--- config.mk ---
export PLATFORM = sky130hd
export DESIGN_NAME = alu_div_top
export DESIGN_NICKNAME = d
export VERILOG_FILES = /design/src/div_isa_pkg.sv /design/src/div_core_pkg.sv /design/src/alu_div_top.sv /design/src/div_result_fix.sv /design/src/div_iter_core.sv /design/src/div_operand_prep.sv
export SDC_FILE = /design/constraint.sdc
export NUM_CORES = 2
export LEC_CHECK = 0
export BUFFER_PORTS_ARGS = -buffer_cell sky130_fd_sc_hd__buf_2
export CORE_ASPECT_RATIO = 0.8
export CORE_MARGIN = 5
export CORE_UTILIZATION = 56
export DETAILED_ROUTE_END_ITERATION = 6
export GPL_ROUTABILITY_DRIVEN = 0
export PLACE_DENSITY_LB_ADDON = 0.15
export SETUP_SLACK_MARGIN = 0.2
export SLEW_MARGIN = 20
export SYNTH_ARGS = -nofsm -noshare
export SYNTH_HDL_FRONTEND = slang
export SYNTH_SLANG_ARGS = --single-unit
--- constraint.sdc ---
create_clock -name clk -period 6.5 [get_ports clk]
set_clock_uncertainty 0.15 [all_clocks]
set_input_delay 0.325 -clock clk [delete_from_list [all_inputs] [get_ports clk]]
set_output_delay 0.325 -clock clk [all_outputs]
set_load 0.03 [all_outputs]
--- src/div_isa_pkg.sv ---
package div_isa_pkg;

  // width of a word operation, half the datapath
  localparam int unsigned WORD_W = 32;

  // decoded divide flavour from the instruction
  typedef struct packed {
    // div/rem as opposed to divu/remu
    logic is_signed;
    // the *w forms, 32-bit operands and results
    logic is_word;
  } div_op_t;

  // two halves of a double word
  typedef struct packed {
    logic [WORD_W-1:0] hi;
    logic [WORD_W-1:0] lo;
  } xlen_half_t;

  // one register value, read as a whole or as two halves
  typedef union packed {
    logic [2*WORD_W-1:0] dw;
    // word ops only look at lo, hi carries the sign extension
    xlen_half_t w;
  } xlen_word_u;

  // request as issued by the pipeline
  typedef struct packed {
    div_op_t    op;
    // rs1
    xlen_word_u dividend;
    // rs2
    xlen_word_u divisor;
  } div_req_t;

  // result pair, used both raw and after sign fixup
  typedef struct packed {
    xlen_word_u quot;
    xlen_word_u rem;
  } div_res_t;

endpackage
--- src/div_core_pkg.sv ---
package div_core_pkg;

  import div_isa_pkg::*;

  // datapath width, two words; word mode only makes sense at 64
  localparam int unsigned XLEN = 2 * WORD_W;

  // operands after preparation, ready for the unsigned divider
  typedef struct packed {
    // |dividend|, or the raw value for unsigned ops
    logic [XLEN-1:0] mag_a;
    // |divisor|
    logic [XLEN-1:0] mag_b;
    // operand signs differ
    logic            neg_q;
    // dividend was negative
    logic            neg_r;
    // divisor is zero at op width
    logic            by_zero;
    // most negative / -1
    logic            ovf;
    div_op_t         op;
  } div_prep_t;

  // divider sequencing
  typedef enum logic [1:0] {
    IDLE,
    RUN,
    DONE
  } div_state_e;

endpackage

--- src/alu_div_top.sv ---
`timescale 1ns/10ps

module alu_div_top
  import div_isa_pkg::*;
  import div_core_pkg::*;
#(
  // quotient bits per cycle: 1, 2 or 4
  parameter int unsigned STEP_BITS = 2
) (
  input  logic            clk,
  input  logic            rst_i,
  input  logic            signed_valid_i,
  input  logic            div32_valid_i,
  input  logic [XLEN-1:0] sr1_data_i,
  input  logic [XLEN-1:0] sr2_data_i,
  input  logic            div_valid_i,
  output logic            div_ready_o,
  output logic [XLEN-1:0] div_out_o,
  output logic [XLEN-1:0] rem_out_o
);

  div_req_t  req;
  div_prep_t prep;
  div_res_t  raw;
  div_prep_t flags;
  div_res_t  res;

  // flat pipeline ports into one request
  assign req.op.is_signed = signed_valid_i;
  assign req.op.is_word   = div32_valid_i;
  // rs1 / rs2
  assign req.dividend.dw  = sr1_data_i;
  assign req.divisor.dw   = sr2_data_i;

  // magnitudes and special cases
  div_operand_prep u_prep (
    .req_i  (req),
    .prep_o (prep)
  );

  // unsigned iteration, variable latency
  div_iter_core #(
    .STEP_BITS (STEP_BITS)
  ) u_iter (
    .clk     (clk),
    .rst_i   (rst_i),
    .start_i (div_valid_i),
    .prep_i  (prep),
    .done_o  (div_ready_o),
    .raw_o   (raw),
    .flags_o (flags)
  );

  // signs, special results, word extension
  div_result_fix u_fix (
    .raw_i   (raw),
    .flags_i (flags),
    .res_o   (res)
  );

  assign div_out_o = res.quot.dw;
  assign rem_out_o = res.rem.dw;

endmodule

--- src/div_result_fix.sv ---
`timescale 1ns/10ps

module div_result_fix
  import div_isa_pkg::*;
  import div_core_pkg::*;
(
  input  div_res_t  raw_i,
  input  div_prep_t flags_i,
  output div_res_t  res_o
);

  // signed results before the word sign extension
  logic [XLEN-1:0] quot_s;
  logic [XLEN-1:0] rem_s;
  // original dividend rebuilt from its magnitude
  logic [XLEN-1:0] dvd_s;

  always_comb begin
    // two's complement where the held signs ask for it
    quot_s = flags_i.neg_q ? (~raw_i.quot.dw + 1'b1) : raw_i.quot.dw;
    rem_s  = flags_i.neg_r ? (~raw_i.rem.dw + 1'b1) : raw_i.rem.dw;
    dvd_s  = flags_i.neg_r ? (~flags_i.mag_a + 1'b1) : flags_i.mag_a;

    // x / 0: all ones and the dividend
    if (flags_i.by_zero) begin
      quot_s = '1;
      rem_s  = dvd_s;
    // min / -1: dividend back, nothing left over
    end else if (flags_i.ovf) begin
      quot_s = dvd_s;
      rem_s  = '0;
    end
  end

  always_comb begin
    res_o.quot.dw = quot_s;
    res_o.rem.dw  = rem_s;
    // *w results: bit 31 fills the upper half, even for divuw/remuw
    if (flags_i.op.is_word) begin
      res_o.quot.w.lo = quot_s[WORD_W-1:0];
      res_o.quot.w.hi = {WORD_W{quot_s[WORD_W-1]}};
      res_o.rem.w.lo  = rem_s[WORD_W-1:0];
      res_o.rem.w.hi  = {WORD_W{rem_s[WORD_W-1]}};
    end
  end

endmodule

--- src/div_iter_core.sv ---
`timescale 1ns/10ps

module div_iter_core
  import div_isa_pkg::*;
  import div_core_pkg::*;
#(
  parameter int unsigned STEP_BITS = 2
) (
  input  logic      clk,
  input  logic      rst_i,
  input  logic      start_i,
  input  div_prep_t prep_i,
  output logic      done_o,
  output div_res_t  raw_o,
  output div_prep_t flags_o
);

  // run lengths for both widths
  localparam int unsigned N_DW  = XLEN / STEP_BITS;
  localparam int unsigned N_W   = WORD_W / STEP_BITS;
  localparam int unsigned CNT_W = $clog2(N_DW);

  localparam logic [CNT_W-1:0] LAST_DW = CNT_W'(N_DW - 1);
  localparam logic [CNT_W-1:0] LAST_W  = CNT_W'(N_W - 1);

  div_state_e       state_q;
  // remaining RUN cycles minus one
  logic [CNT_W-1:0] cnt_q;
  // partial remainder, always below the divisor between steps
  logic [XLEN-1:0]  r_q;
  // dividend bits shift out the top, quotient bits shift in below
  logic [XLEN-1:0]  q_q;
  // operation held for the whole run
  div_prep_t        work_q;
  // published results, stable until the next run ends
  div_res_t         raw_q;
  div_prep_t        flags_q;

  logic             accept;
  logic             special;
  logic             last_run;
  logic [XLEN:0]    r_try;
  logic [XLEN-1:0]  r_nxt;
  logic [XLEN-1:0]  q_nxt;

  // start is only seen while idle, later pulses fall on the floor
  assign accept   = start_i && (state_q == IDLE);
  // results come from fixup, no iterations needed
  assign special  = work_q.by_zero | work_q.ovf;
  assign last_run = (state_q == RUN) && (cnt_q == '0);

  // STEP_BITS restoring steps unrolled into one cycle
  always_comb begin
    r_nxt = r_q;
    q_nxt = q_q;
    r_try = '0;
    for (int i = 0; i < STEP_BITS; i++) begin
      // bring down the next dividend bit
      r_try = {r_nxt, q_nxt[XLEN-1]};
      q_nxt = {q_nxt[XLEN-2:0], 1'b0};
      if (r_try >= {1'b0, work_q.mag_b}) begin
        r_try    = r_try - {1'b0, work_q.mag_b};
        q_nxt[0] = 1'b1;
      end
      r_nxt = r_try[XLEN-1:0];
    end
  end

  // control and published results
  always_ff @(posedge clk) begin
    if (rst_i) begin
      state_q <= IDLE;
      cnt_q   <= '0;
      raw_q   <= '0;
      flags_q <= '0;
    end else begin
      case (state_q)
        IDLE: begin
          if (accept) begin
            state_q <= RUN;
            // special cases spend a single cycle in RUN
            if (prep_i.by_zero || prep_i.ovf) begin
              cnt_q <= '0;
            end else if (prep_i.op.is_word) begin
              cnt_q <= LAST_W;
            end else begin
              cnt_q <= LAST_DW;
            end
          end
        end
        RUN: begin
          cnt_q <= cnt_q - 1'b1;
          if (last_run) begin
            state_q <= DONE;
            // fixup ignores the raw pair for special cases
            raw_q.quot.dw <= special ? '0 : q_nxt;
            raw_q.rem.dw  <= special ? '0 : r_nxt;
            flags_q       <= work_q;
          end
        end
        DONE: begin
          state_q <= IDLE;
        end
        default: begin
          state_q <= IDLE;
        end
      endcase
    end
  end

  // working registers
  always_ff @(posedge clk) begin
    if (accept) begin
      work_q <= prep_i;
      r_q    <= '0;
      // word dividend is moved to the top so 32 steps finish it
      if (prep_i.op.is_word) begin
        q_q <= prep_i.mag_a << (XLEN - WORD_W);
      end else begin
        q_q <= prep_i.mag_a;
      end
    end else if ((state_q == RUN) && !special) begin
      r_q <= r_nxt;
      q_q <= q_nxt;
    end
  end

  assign done_o  = (state_q == DONE);
  assign raw_o   = raw_q;
  assign flags_o = flags_q;

endmodule

--- src/div_operand_prep.sv ---
`timescale 1ns/10ps

module div_operand_prep
  import div_isa_pkg::*;
  import div_core_pkg::*;
(
  input  div_req_t  req_i,
  output div_prep_t prep_o
);

  // operands widened to the datapath, sign or zero extended for words
  logic [XLEN-1:0] a_ext;
  logic [XLEN-1:0] b_ext;
  // operand signs, only meaningful for signed ops
  logic            sign_a;
  logic            sign_b;
  // special operand patterns at op width
  logic            b_zero;
  logic            a_min;
  logic            b_all_ones;

  always_comb begin
    if (req_i.op.is_word) begin
      // only the low halves count for word ops
      sign_a = req_i.op.is_signed & req_i.dividend.w.lo[WORD_W-1];
      sign_b = req_i.op.is_signed & req_i.divisor.w.lo[WORD_W-1];
      a_ext  = {{WORD_W{sign_a}}, req_i.dividend.w.lo};
      b_ext  = {{WORD_W{sign_b}}, req_i.divisor.w.lo};
      b_zero = (req_i.divisor.w.lo == '0);
      // 0x8000_0000
      a_min  = (req_i.dividend.w.lo == {1'b1, {(WORD_W-1){1'b0}}});
      b_all_ones = (req_i.divisor.w.lo == '1);
    end else begin
      sign_a = req_i.op.is_signed & req_i.dividend.dw[XLEN-1];
      sign_b = req_i.op.is_signed & req_i.divisor.dw[XLEN-1];
      a_ext  = req_i.dividend.dw;
      b_ext  = req_i.divisor.dw;
      b_zero = (req_i.divisor.dw == '0);
      a_min  = (req_i.dividend.dw == {1'b1, {(XLEN-1){1'b0}}});
      b_all_ones = (req_i.divisor.dw == '1);
    end
  end

  always_comb begin
    // magnitudes, most negative value maps onto itself as unsigned
    prep_o.mag_a = sign_a ? (~a_ext + 1'b1) : a_ext;
    prep_o.mag_b = sign_b ? (~b_ext + 1'b1) : b_ext;
    // quotient negative when the signs differ
    prep_o.neg_q = sign_a ^ sign_b;
    // remainder follows the dividend
    prep_o.neg_r = sign_a;
    prep_o.by_zero = b_zero;
    // overflow only exists for signed ops; by-zero cannot overlap with -1
    prep_o.ovf = req_i.op.is_signed & a_min & b_all_ones;
    prep_o.op = req_i.op;
  end

endmodule

After elaboration in Yosys (flattened, before gate mapping)

Index checks and enable logic that the tools add are counted.

Logic and storage cells: 97
Register bits: 465
Input port bits: 133

Add/sub/neg operators: 8
Multiplexer cells: 33
Equality and inequality tests: 8
Magnitude comparators: 2
Reductions and logical operators: 14
Bitwise logic cells: 13

Operators with widths:

| operator                                                                | number |
|---|---|
| 64-bit 2-to-1 mux                                                       | 18 |
| 64-bit by 1-bit adder with 64-bit output, second input constant         | 5 |
| 64-bit NOT                                                              | 5 |
| 65-bit by 64-bit >= comparator with 1-bit output                        | 2 |
| 64-bit == test, second input constant                                   | 2 |
| 128-bit 2-to-1 mux                                                      | 1 |
| 64-bit subtractor                                                       | 2 |
| 32-bit == test, second input constant                                   | 2 |
| 64-bit zero test                                                        | 1 |
| 32-bit zero test                                                        | 1 |
| 5-bit 2-to-1 mux                                                        | 3 |
| 5-bit case mux with 2 select lines                                      | 1 |
| 1-bit 2-to-1 mux                                                        | 7 |
| 1-bit bitwise AND                                                       | 6 |
| 2-bit AND reduction                                                     | 3 |
| 5-bit zero test                                                         | 1 |
| 5-bit by 1-bit subtractor with 5-bit output, second input constant      | 1 |
| 2-bit 2-to-1 mux                                                        | 2 |
| 2-bit by 1-bit inequality test with 1-bit output, second input constant | 2 |
| 2-bit case mux with 2 select lines                                      | 1 |
| 2-bit nonzero test                                                      | 2 |
| 1-bit logical AND                                                       | 3 |
| 2-bit by 1-bit == test with 1-bit output, second input constant         | 1 |
| 2-bit == test, second input constant                                    | 1 |
| 5 further kinds                                                         | 5 |

Logic depth before layout (Yosys ltp)

Word-level depth: 8
Mapped depth: 32
Depth with buffers taken out: 27

Modules after synthesis

From an unflattened synthesis, not the netlist that was laid out.

Cell total of the unflattened synthesis: 4681
Area, all modules: 37993.9 µm²

Modules (own cells, without submodules):

| module           | sequential area each (µm²) | cells an instance | instances | area an instance (µm²) |
|---|---|---|---|---|
| div_iter_core    | 12612.1                    | 2978              | 1         | 27236.1 |
| div_result_fix   | 0.0                        | 1013              | 1         | 6485.0 |
| div_operand_prep | 0.0                        | 690               | 1         | 4272.8 |

Least setup slack after synthesis

Ideal clock, no wire load.

Path kind: register to register
From: register u_iter.work_q[10] (netlist bit)
To: register u_iter.raw_q, in the netlist u_iter.raw_o[15]
Library setup time: 117 ps
Arrival: 6920 ps
Setup slack: -687 ps
Required time: 6233 ps
Cell stages (with the launch flop): 29
Period minus slack after synthesis: 7187 ps
Cell sequence: edfxtp_1 -> inv_1 -> ha_1 -> a21o_1 -> and4_1 -> nor4_1 -> nor4_1 -> o311a_1 -> o2111a_1 -> o21ai_1 -> and2_1 -> clkbuf_1 -> clkbuf_1 -> mux2_1 -> ha_1 -> clkbuf_1 -> a211o_1 -> o2111ai_1 -> and3_1 -> a21oi_1 -> a21oi_1 -> o21ai_0 -> a41o_1 -> a31o_2 -> nor2_1 -> clkbuf_1 -> clkbuf_1 -> mux2_2 -> a22o_1

Longest elaborated chain between the ends: 5

Ends and longest elaborated chain:

| item                                                                                  | RTL line                                 | text |
|---|---|---|
| from (decl)                                                                           | div_iter_core.sv:34                      | `div_prep_t work_q;` |
| from (signal assigned)                                                                | div_iter_core.sv:114                     | `work_q <= prep_i;` |
| 64-bit subtractor or 65-bit by 64-bit >= comparator with 1-bit output (tied branches) | div_iter_core.sv:62, div_iter_core.sv:61 |  |
| 64-bit 2-to-1 mux                                                                     | div_iter_core.sv:61                      | `if (r_try >= {1'b0, work_q.mag_b}) begin` |
| 64-bit subtractor or 65-bit by 64-bit >= comparator with 1-bit output (tied branches) | div_iter_core.sv:62, div_iter_core.sv:61 |  |
| 64-bit 2-to-1 mux *                                                                   | div_iter_core.sv:61                      |  |
| 64-bit 2-to-1 mux *                                                                   | div_iter_core.sv:97                      | `raw_q.rem.dw <= special ? '0 : r_nxt;` |
| to (decl)                                                                             | div_iter_core.sv:36                      | `div_res_t raw_q;` |

Every way passes the cells marked *; elsewhere a longest branch is shown, timed or not.
A chain may end at the register's enable or synchronous reset.

Worst setup path in the final report

From: register u_iter.r_q[18]
To: register u_iter.raw_q, in the netlist u_iter.raw_o[35]

Longest elaborated chain between the ends: 5

Ends and longest elaborated chain:

| item                                                                                  | RTL line                                 | text |
|---|---|---|
| from (decl)                                                                           | div_iter_core.sv:30                      | `logic [XLEN-1:0] r_q;` |
| from (signal assigned)                                                                | div_iter_core.sv:123                     | `r_q <= r_nxt;` |
| 64-bit subtractor or 65-bit by 64-bit >= comparator with 1-bit output (tied branches) | div_iter_core.sv:62, div_iter_core.sv:61 |  |
| 64-bit 2-to-1 mux *                                                                   | div_iter_core.sv:61                      |  |
| 64-bit subtractor or 65-bit by 64-bit >= comparator with 1-bit output (tied branches) | div_iter_core.sv:62, div_iter_core.sv:61 |  |
| 64-bit 2-to-1 mux *                                                                   | div_iter_core.sv:61                      |  |
| 64-bit 2-to-1 mux *                                                                   | div_iter_core.sv:97                      |  |

Marks and branches as above.

==> flow_summary.html <==
<table>
<tr><th>Metric</th><th>Value</th></tr>
<tr><th colspan="2">Setup path</th></tr>
<tr><td>Endpoint arrival time on the critical path</td><td>6.91 ns</td></tr>
<tr><td>Worst endpoint required time</td><td>6.84 ns</td></tr>
<tr><td>R2r worst-path depth</td><td>27</td></tr>
<tr><td>Max FO, Critical Path</td><td>8</td></tr>
<tr><td>Register-to-register path setup slack</td><td>-0.07 ns</td></tr>
<tr><td>Startpoint class of the critical path</td><td>register</td></tr>
<tr><td>Path type of the worst setup path</td><td>reg2reg</td></tr>
<tr><td>Endpoint class of the critical path</td><td>register</td></tr>
<tr><td>Origin of the critical flop-to-flop path</td><td>u_iter.r_q[18]</td></tr>
<tr><td>Capture point of the worst reg-to-reg path</td><td>u_iter.raw_o[35]</td></tr>
<tr><th colspan="2">Logic synthesis</th></tr>
<tr><td>Share of the yosys chip area belonging to registers</td><td>33.2%</td></tr>
<tr><td>Most used flip-flop cell after synthesis</td><td>dfxtp_1</td></tr>
<tr><td>Synthesized instance count</td><td>4183</td></tr>
<tr><td>Number of nets produced by synthesis</td><td>4454</td></tr>
<tr><td>Post-synthesis register bit count</td><td>465</td></tr>
<tr><td>Synthesized area</td><td>0.0340 mm2</td></tr>
<tr><td>Post-synth cell types</td><td>80</td></tr>
<tr><td>Mean instance size in the synthesized netlist</td><td>8.13 um2</td></tr>
<tr><td>Number of warning messages in the yosys log</td><td>0</td></tr>
<tr><td>Async S/R FF share, synth</td><td>0%</td></tr>
<tr><td>Number of synthesized flops with an enable pin</td><td>197</td></tr>
<tr><th colspan="2">Floorplan</th></tr>
<tr><td>Std cell rows</td><td>80</td></tr>
<tr><td>Core box area</td><td>0.0599 mm2</td></tr>
<tr><td>Initial core utilization</td><td>56.8%</td></tr>
<tr><td>Die H</td><td>230 um</td></tr>
<tr><td>Die outline area</td><td>0.0658 mm2</td></tr>
<tr><td>Boundary pin count</td><td>262</td></tr>
<tr><td>Die Width</td><td>286 um</td></tr>
<tr><th colspan="2">Finish</th></tr>
<tr><td>Area Overhead vs Synth</td><td>25.8%</td></tr>
<tr><td>Final cell utilization of the core</td><td>71.5%</td></tr>
<tr><td>Fill cell total of the finished layout</td><td>4637</td></tr>
<tr><td>NumNets Final</td><td>5032</td></tr>
<tr><td>Fin cells</td><td>5583</td></tr>
<tr><td>Share of cells above drive strength 1</td><td>23.4%</td></tr>
<tr><th colspan="2">Timing</th></tr>
<tr><td>Maximum clock frequency</td><td>0.152 GHz</td></tr>
<tr><td>Slew Limit Fails</td><td>0</td></tr>
<tr><td>Setup violators final</td><td>29</td></tr>
<tr><td>Final critical-path required period</td><td>6.57 ns</td></tr>
<tr><td>Setup repair after global routing missed its margin</td><td>yes</td></tr>
<tr><td>Fin worst setup slack</td><td>-0.0670 ns</td></tr>
<tr><td>Transition time at the pin with the least slew margin</td><td>1.25 ns</td></tr>
<tr><td>Period utilisation layout</td><td>101%</td></tr>
<tr><td>Final-report hold violation count</td><td>0</td></tr>
<tr><td>Worst slew margin relative to its limit</td><td>16.1%</td></tr>
<tr><th colspan="2">Job</th></tr>
<tr><td>Max Cap Violations</td><td>0</td></tr>
<tr><th colspan="2">Power</th></tr>
<tr><td>Pwr Density</td><td>566 mW/mm2</td></tr>
<tr><td>Static Leakage</td><td>18.2 nW</td></tr>
<tr><td>Maximum resistive drop on vdd</td><td>495 uV</td></tr>
<tr><th colspan="2">Place</th></tr>
<tr><td>Post-Place Worst Slack</td><td>-0.334 ns</td></tr>
<tr><td>Buffers added on ports</td><td>261</td></tr>
<tr><td>DP Cell Count</td><td>5407</td></tr>
<tr><td>HPWL Detailed</td><td>101 mm</td></tr>
<tr><th colspan="2">GRT</th></tr>
<tr><td>Vias in the first global route</td><td>33400</td></tr>
<tr><td>Global-route total usage across every layer</td><td>38.4%</td></tr>
<tr><td>First-pass GRT wire length</td><td>198 mm</td></tr>
<tr><td>GRT overflow</td><td>0</td></tr>
<tr><td>Initial antenna violation count</td><td>9</td></tr>
<tr><td>Largest net degree at the start of global routing</td><td>89</td></tr>
<tr><th colspan="2">Drt</th></tr>
<tr><td>Via-to-Cell Ratio</td><td>6.63</td></tr>
<tr><td>1st-pass router iterations</td><td>7</td></tr>
<tr><td>Post-DR wirelength/cell</td><td>24.5 um</td></tr>
<tr><td>DRC viols</td><td>0</td></tr>
<tr><td>Routed vias</td><td>37000</td></tr>
<tr><td>Starting DRC count in detailed routing</td><td>5431</td></tr>
<tr><td>Total detailed-routing wirelength</td><td>137 mm</td></tr>
<tr><td>Number of nets with antenna violations after detailed routing</td><td>0</td></tr>
<tr><th colspan="2">Min path</th></tr>
<tr><td>Worst hold start</td><td>sr1_data_i[54]</td></tr>
<tr><td>Hold Path Cell Cnt</td><td>3</td></tr>
<tr><td>End point of the most critical hold path</td><td>u_iter.work_q[124]</td></tr>
<tr><td>Hold Crit Class</td><td>in2reg</td></tr>
<tr><th colspan="2">Clocking</th></tr>
<tr><td>H-Tree Depth</td><td>2</td></tr>
<tr><td>Buffer levels on the longest clock path</td><td>3</td></tr>
<tr><td>TritonCTS clock tree</td><td>done</td></tr>
<tr><td>Num Clock Sinks</td><td>465</td></tr>
<tr><td>TritonCTS Buffers</td><td>48</td></tr>
<tr><td>CTS clock-pin slew for the worst setup and hold paths</td><td>0.06 ns</td></tr>
<tr><td>CTS Root Buffer Type</td><td>clkbuf_16</td></tr>
<tr><td>Clock latency at the later pin of the worst-skew pair</td><td>0.60 ns</td></tr>
<tr><th colspan="2">Run status</th></tr>
<tr><td>Violated checks</td><td>setup timing</td></tr>
<tr><td>Result of the run</td><td>finished, violations left</td></tr>
</table>
[placed cells by master, fill, tap and decap left out, drive strengths merged, types with 92 or more instances in the layout]
master / count
nand2: 545
a22o: 92
inv: 144
dfxtp: 268
xnor2: 197
buf: 746
xor2: 201
a21oi: 389
ha: 136
edfxtp: 197
nor2: 288
o21ai: 354
[cell families after synthesis]
logic type / count (synthesis) / synth area share [%]
AO/OA/AOI/OAI: 1369 / 25.7
XOR/XNOR: 398 / 10.2
adder cells (fa/ha/maj): 138 / 5.12
buffers and inverters: 394 / 4.37
flip-flops: 465 / 33.2
multiplexers: 114 / 3.61
AND/OR/NAND/NOR: 1305 / 17.8
[worst max path at each step]
stage                                  from  slack, ns               end
after CTS                 u_iter.work_q[15]       0.06  u_iter.raw_o[26]
final                        u_iter.r_q[18]      -0.07  u_iter.raw_o[35]
after global routing         u_iter.r_q[18]      -0.36   u_iter.raw_o[3]
after floorplan           u_iter.work_q[10]       0.22  u_iter.raw_o[15]
after global placement    u_iter.work_q[18]      -0.30  u_iter.raw_o[48]
after detailed placement  u_iter.work_q[18]      -0.33  u_iter.raw_o[48]
[layer usage]
metal / share of wire [%] / up-vias / GRT usage [%]
li1: - / 16500 / -
met1: 39 / 17300 / 52.7
met2: 41 / 2589 / 55.9
met3: 14 / 540 / 12.6
met4: 5.6 / 6 / 16.0
met5: 0.026 / - / 0
[where the power goes]
part / leakage (nW) / switching [mW] / internal [mW]
logic: 13.4 / 9.07 / 8.36
clock network: 0.773 / 1.25 / 1.63
registers: 4.09 / 0.434 / 3.49
[worst max-delay path, cell delays in order (launching register included)]
cell and delay [ns]:
dfxtp_1 0.54, ha_1 0.36, a21oi_1 0.21, a21oi_1 0.09, o211ai_1 0.23, a211oi_1 0.14, o311a_4 0.42, o2111a_1 0.27
o21ai_2 0.13, and2_4 0.23, buf_8 0.15, mux2_4 0.32, ha_1 0.32, buf_4 0.18, a21oi_1 0.26, o21ai_0 0.28
nand2_1 0.14, nand3_1 0.10, a21oi_2 0.23, o21ai_2 0.11, a41o_1 0.25, a31o_4 0.24, nor2_4 0.12, buf_6 0.12
buf_8 0.12, buf_16 0.16, mux2_4 0.32, a22o_1 0.22
[repair_timing]
item | in CTS | in global routing
setup endpoints to repair | 130 | 130
pin swaps | 37 | 77
hold buffers | 30 | 0
endpoints found under the hold margin | 39 | 0
gates resized for setup | 142 | 205
setup buffers | 31 | 14
gates cloned | 4 | 4
[layout make-up]
type / instances / area [um2] / share of cell area, %
Sequential cell: 465 / 11300 / 26.4
Tap cell: 779 / 975 / 2.28
Clock buffer: 70 / 1380 / 3.21
Multi-Input combinational cell: 3324 / 22700 / 53.1
Clock inverter: 19 / 218 / 0.509
Antenna cell: 4 / 10.0 / 0.0234
Inverter: 142 / 541 / 1.26
Timing Repair Buffer: 780 / 5670 / 13.2
[flip-flops by register name, summed over array words and instances, names as in the netlist]
signal and count:
u_iter.raw_o 128, u_iter.state_q 2, u_iter.flags_o 69, u_iter.work_q 133, u_iter.r_q 64, u_iter.q_q 64
u_iter.cnt_q 5
[synth_stat cells (8+ instances only)]
cell type | count | area (um2)
nand2_1 | 545 | 2050
a21oi_1 | 389 | 1950
o21ai_0 | 328 | 1640
nor2_1 | 288 | 1080
dfxtp_1 | 268 | 5370
clkbuf_1 | 222 | 833
xor2_1 | 201 | 1760
edfxtp_1 | 197 | 5920
xnor2_1 | 197 | 1730
inv_1 | 139 | 522
ha_1 | 136 | 1700
a22o_1 | 92 | 806
o31ai_1 | 84 | 631
nor3_1 | 70 | 350
nand3_1 | 67 | 335
a22oi_1 | 66 | 495
a21o_1 | 65 | 488
nand4_1 | 63 | 394
mux2_2 | 58 | 653
nor4_1 | 51 | 319
or3_1 | 49 | 307
mux2i_1 | 44 | 440
o41ai_1 | 42 | 368
o211ai_1 | 40 | 300
or4_1 | 39 | 293
o21bai_1 | 31 | 233
a31oi_1 | 27 | 169
o21ai_1 | 26 | 130
and2_1 | 25 | 156
buf_1 | 25 | 93.8
o21a_1 | 25 | 188
and3_1 | 23 | 144
o22ai_1 | 23 | 144
nand2b_1 | 22 | 138
a211oi_1 | 16 | 120
or2_2 | 15 | 93.8
nor2b_1 | 13 | 81.3
mux2_1 | 12 | 135
a21boi_0 | 11 | 82.6
o31a_1 | 9 | 78.8
a221oi_1 | 8 | 70.1
a311oi_1 | 8 | 70.1
[stage by stage]
stage	setup TNS, ns	hold slack, ns	power, mW	instance area, um2
5_1_grt	-32.54	0.0511	25.2	42800
6_report	-0.954	0.0453	24.2	42800
4_1_cts	0	0.00923	21.9	41700
3_3_place_gp	-20.52	0.316	17.1	38800
3_5_place_dp	-24.39	0.324	17.3	38800
2_1_floorplan	0	0.274	11.7	34100
Power figures use the tool's default switching activity.
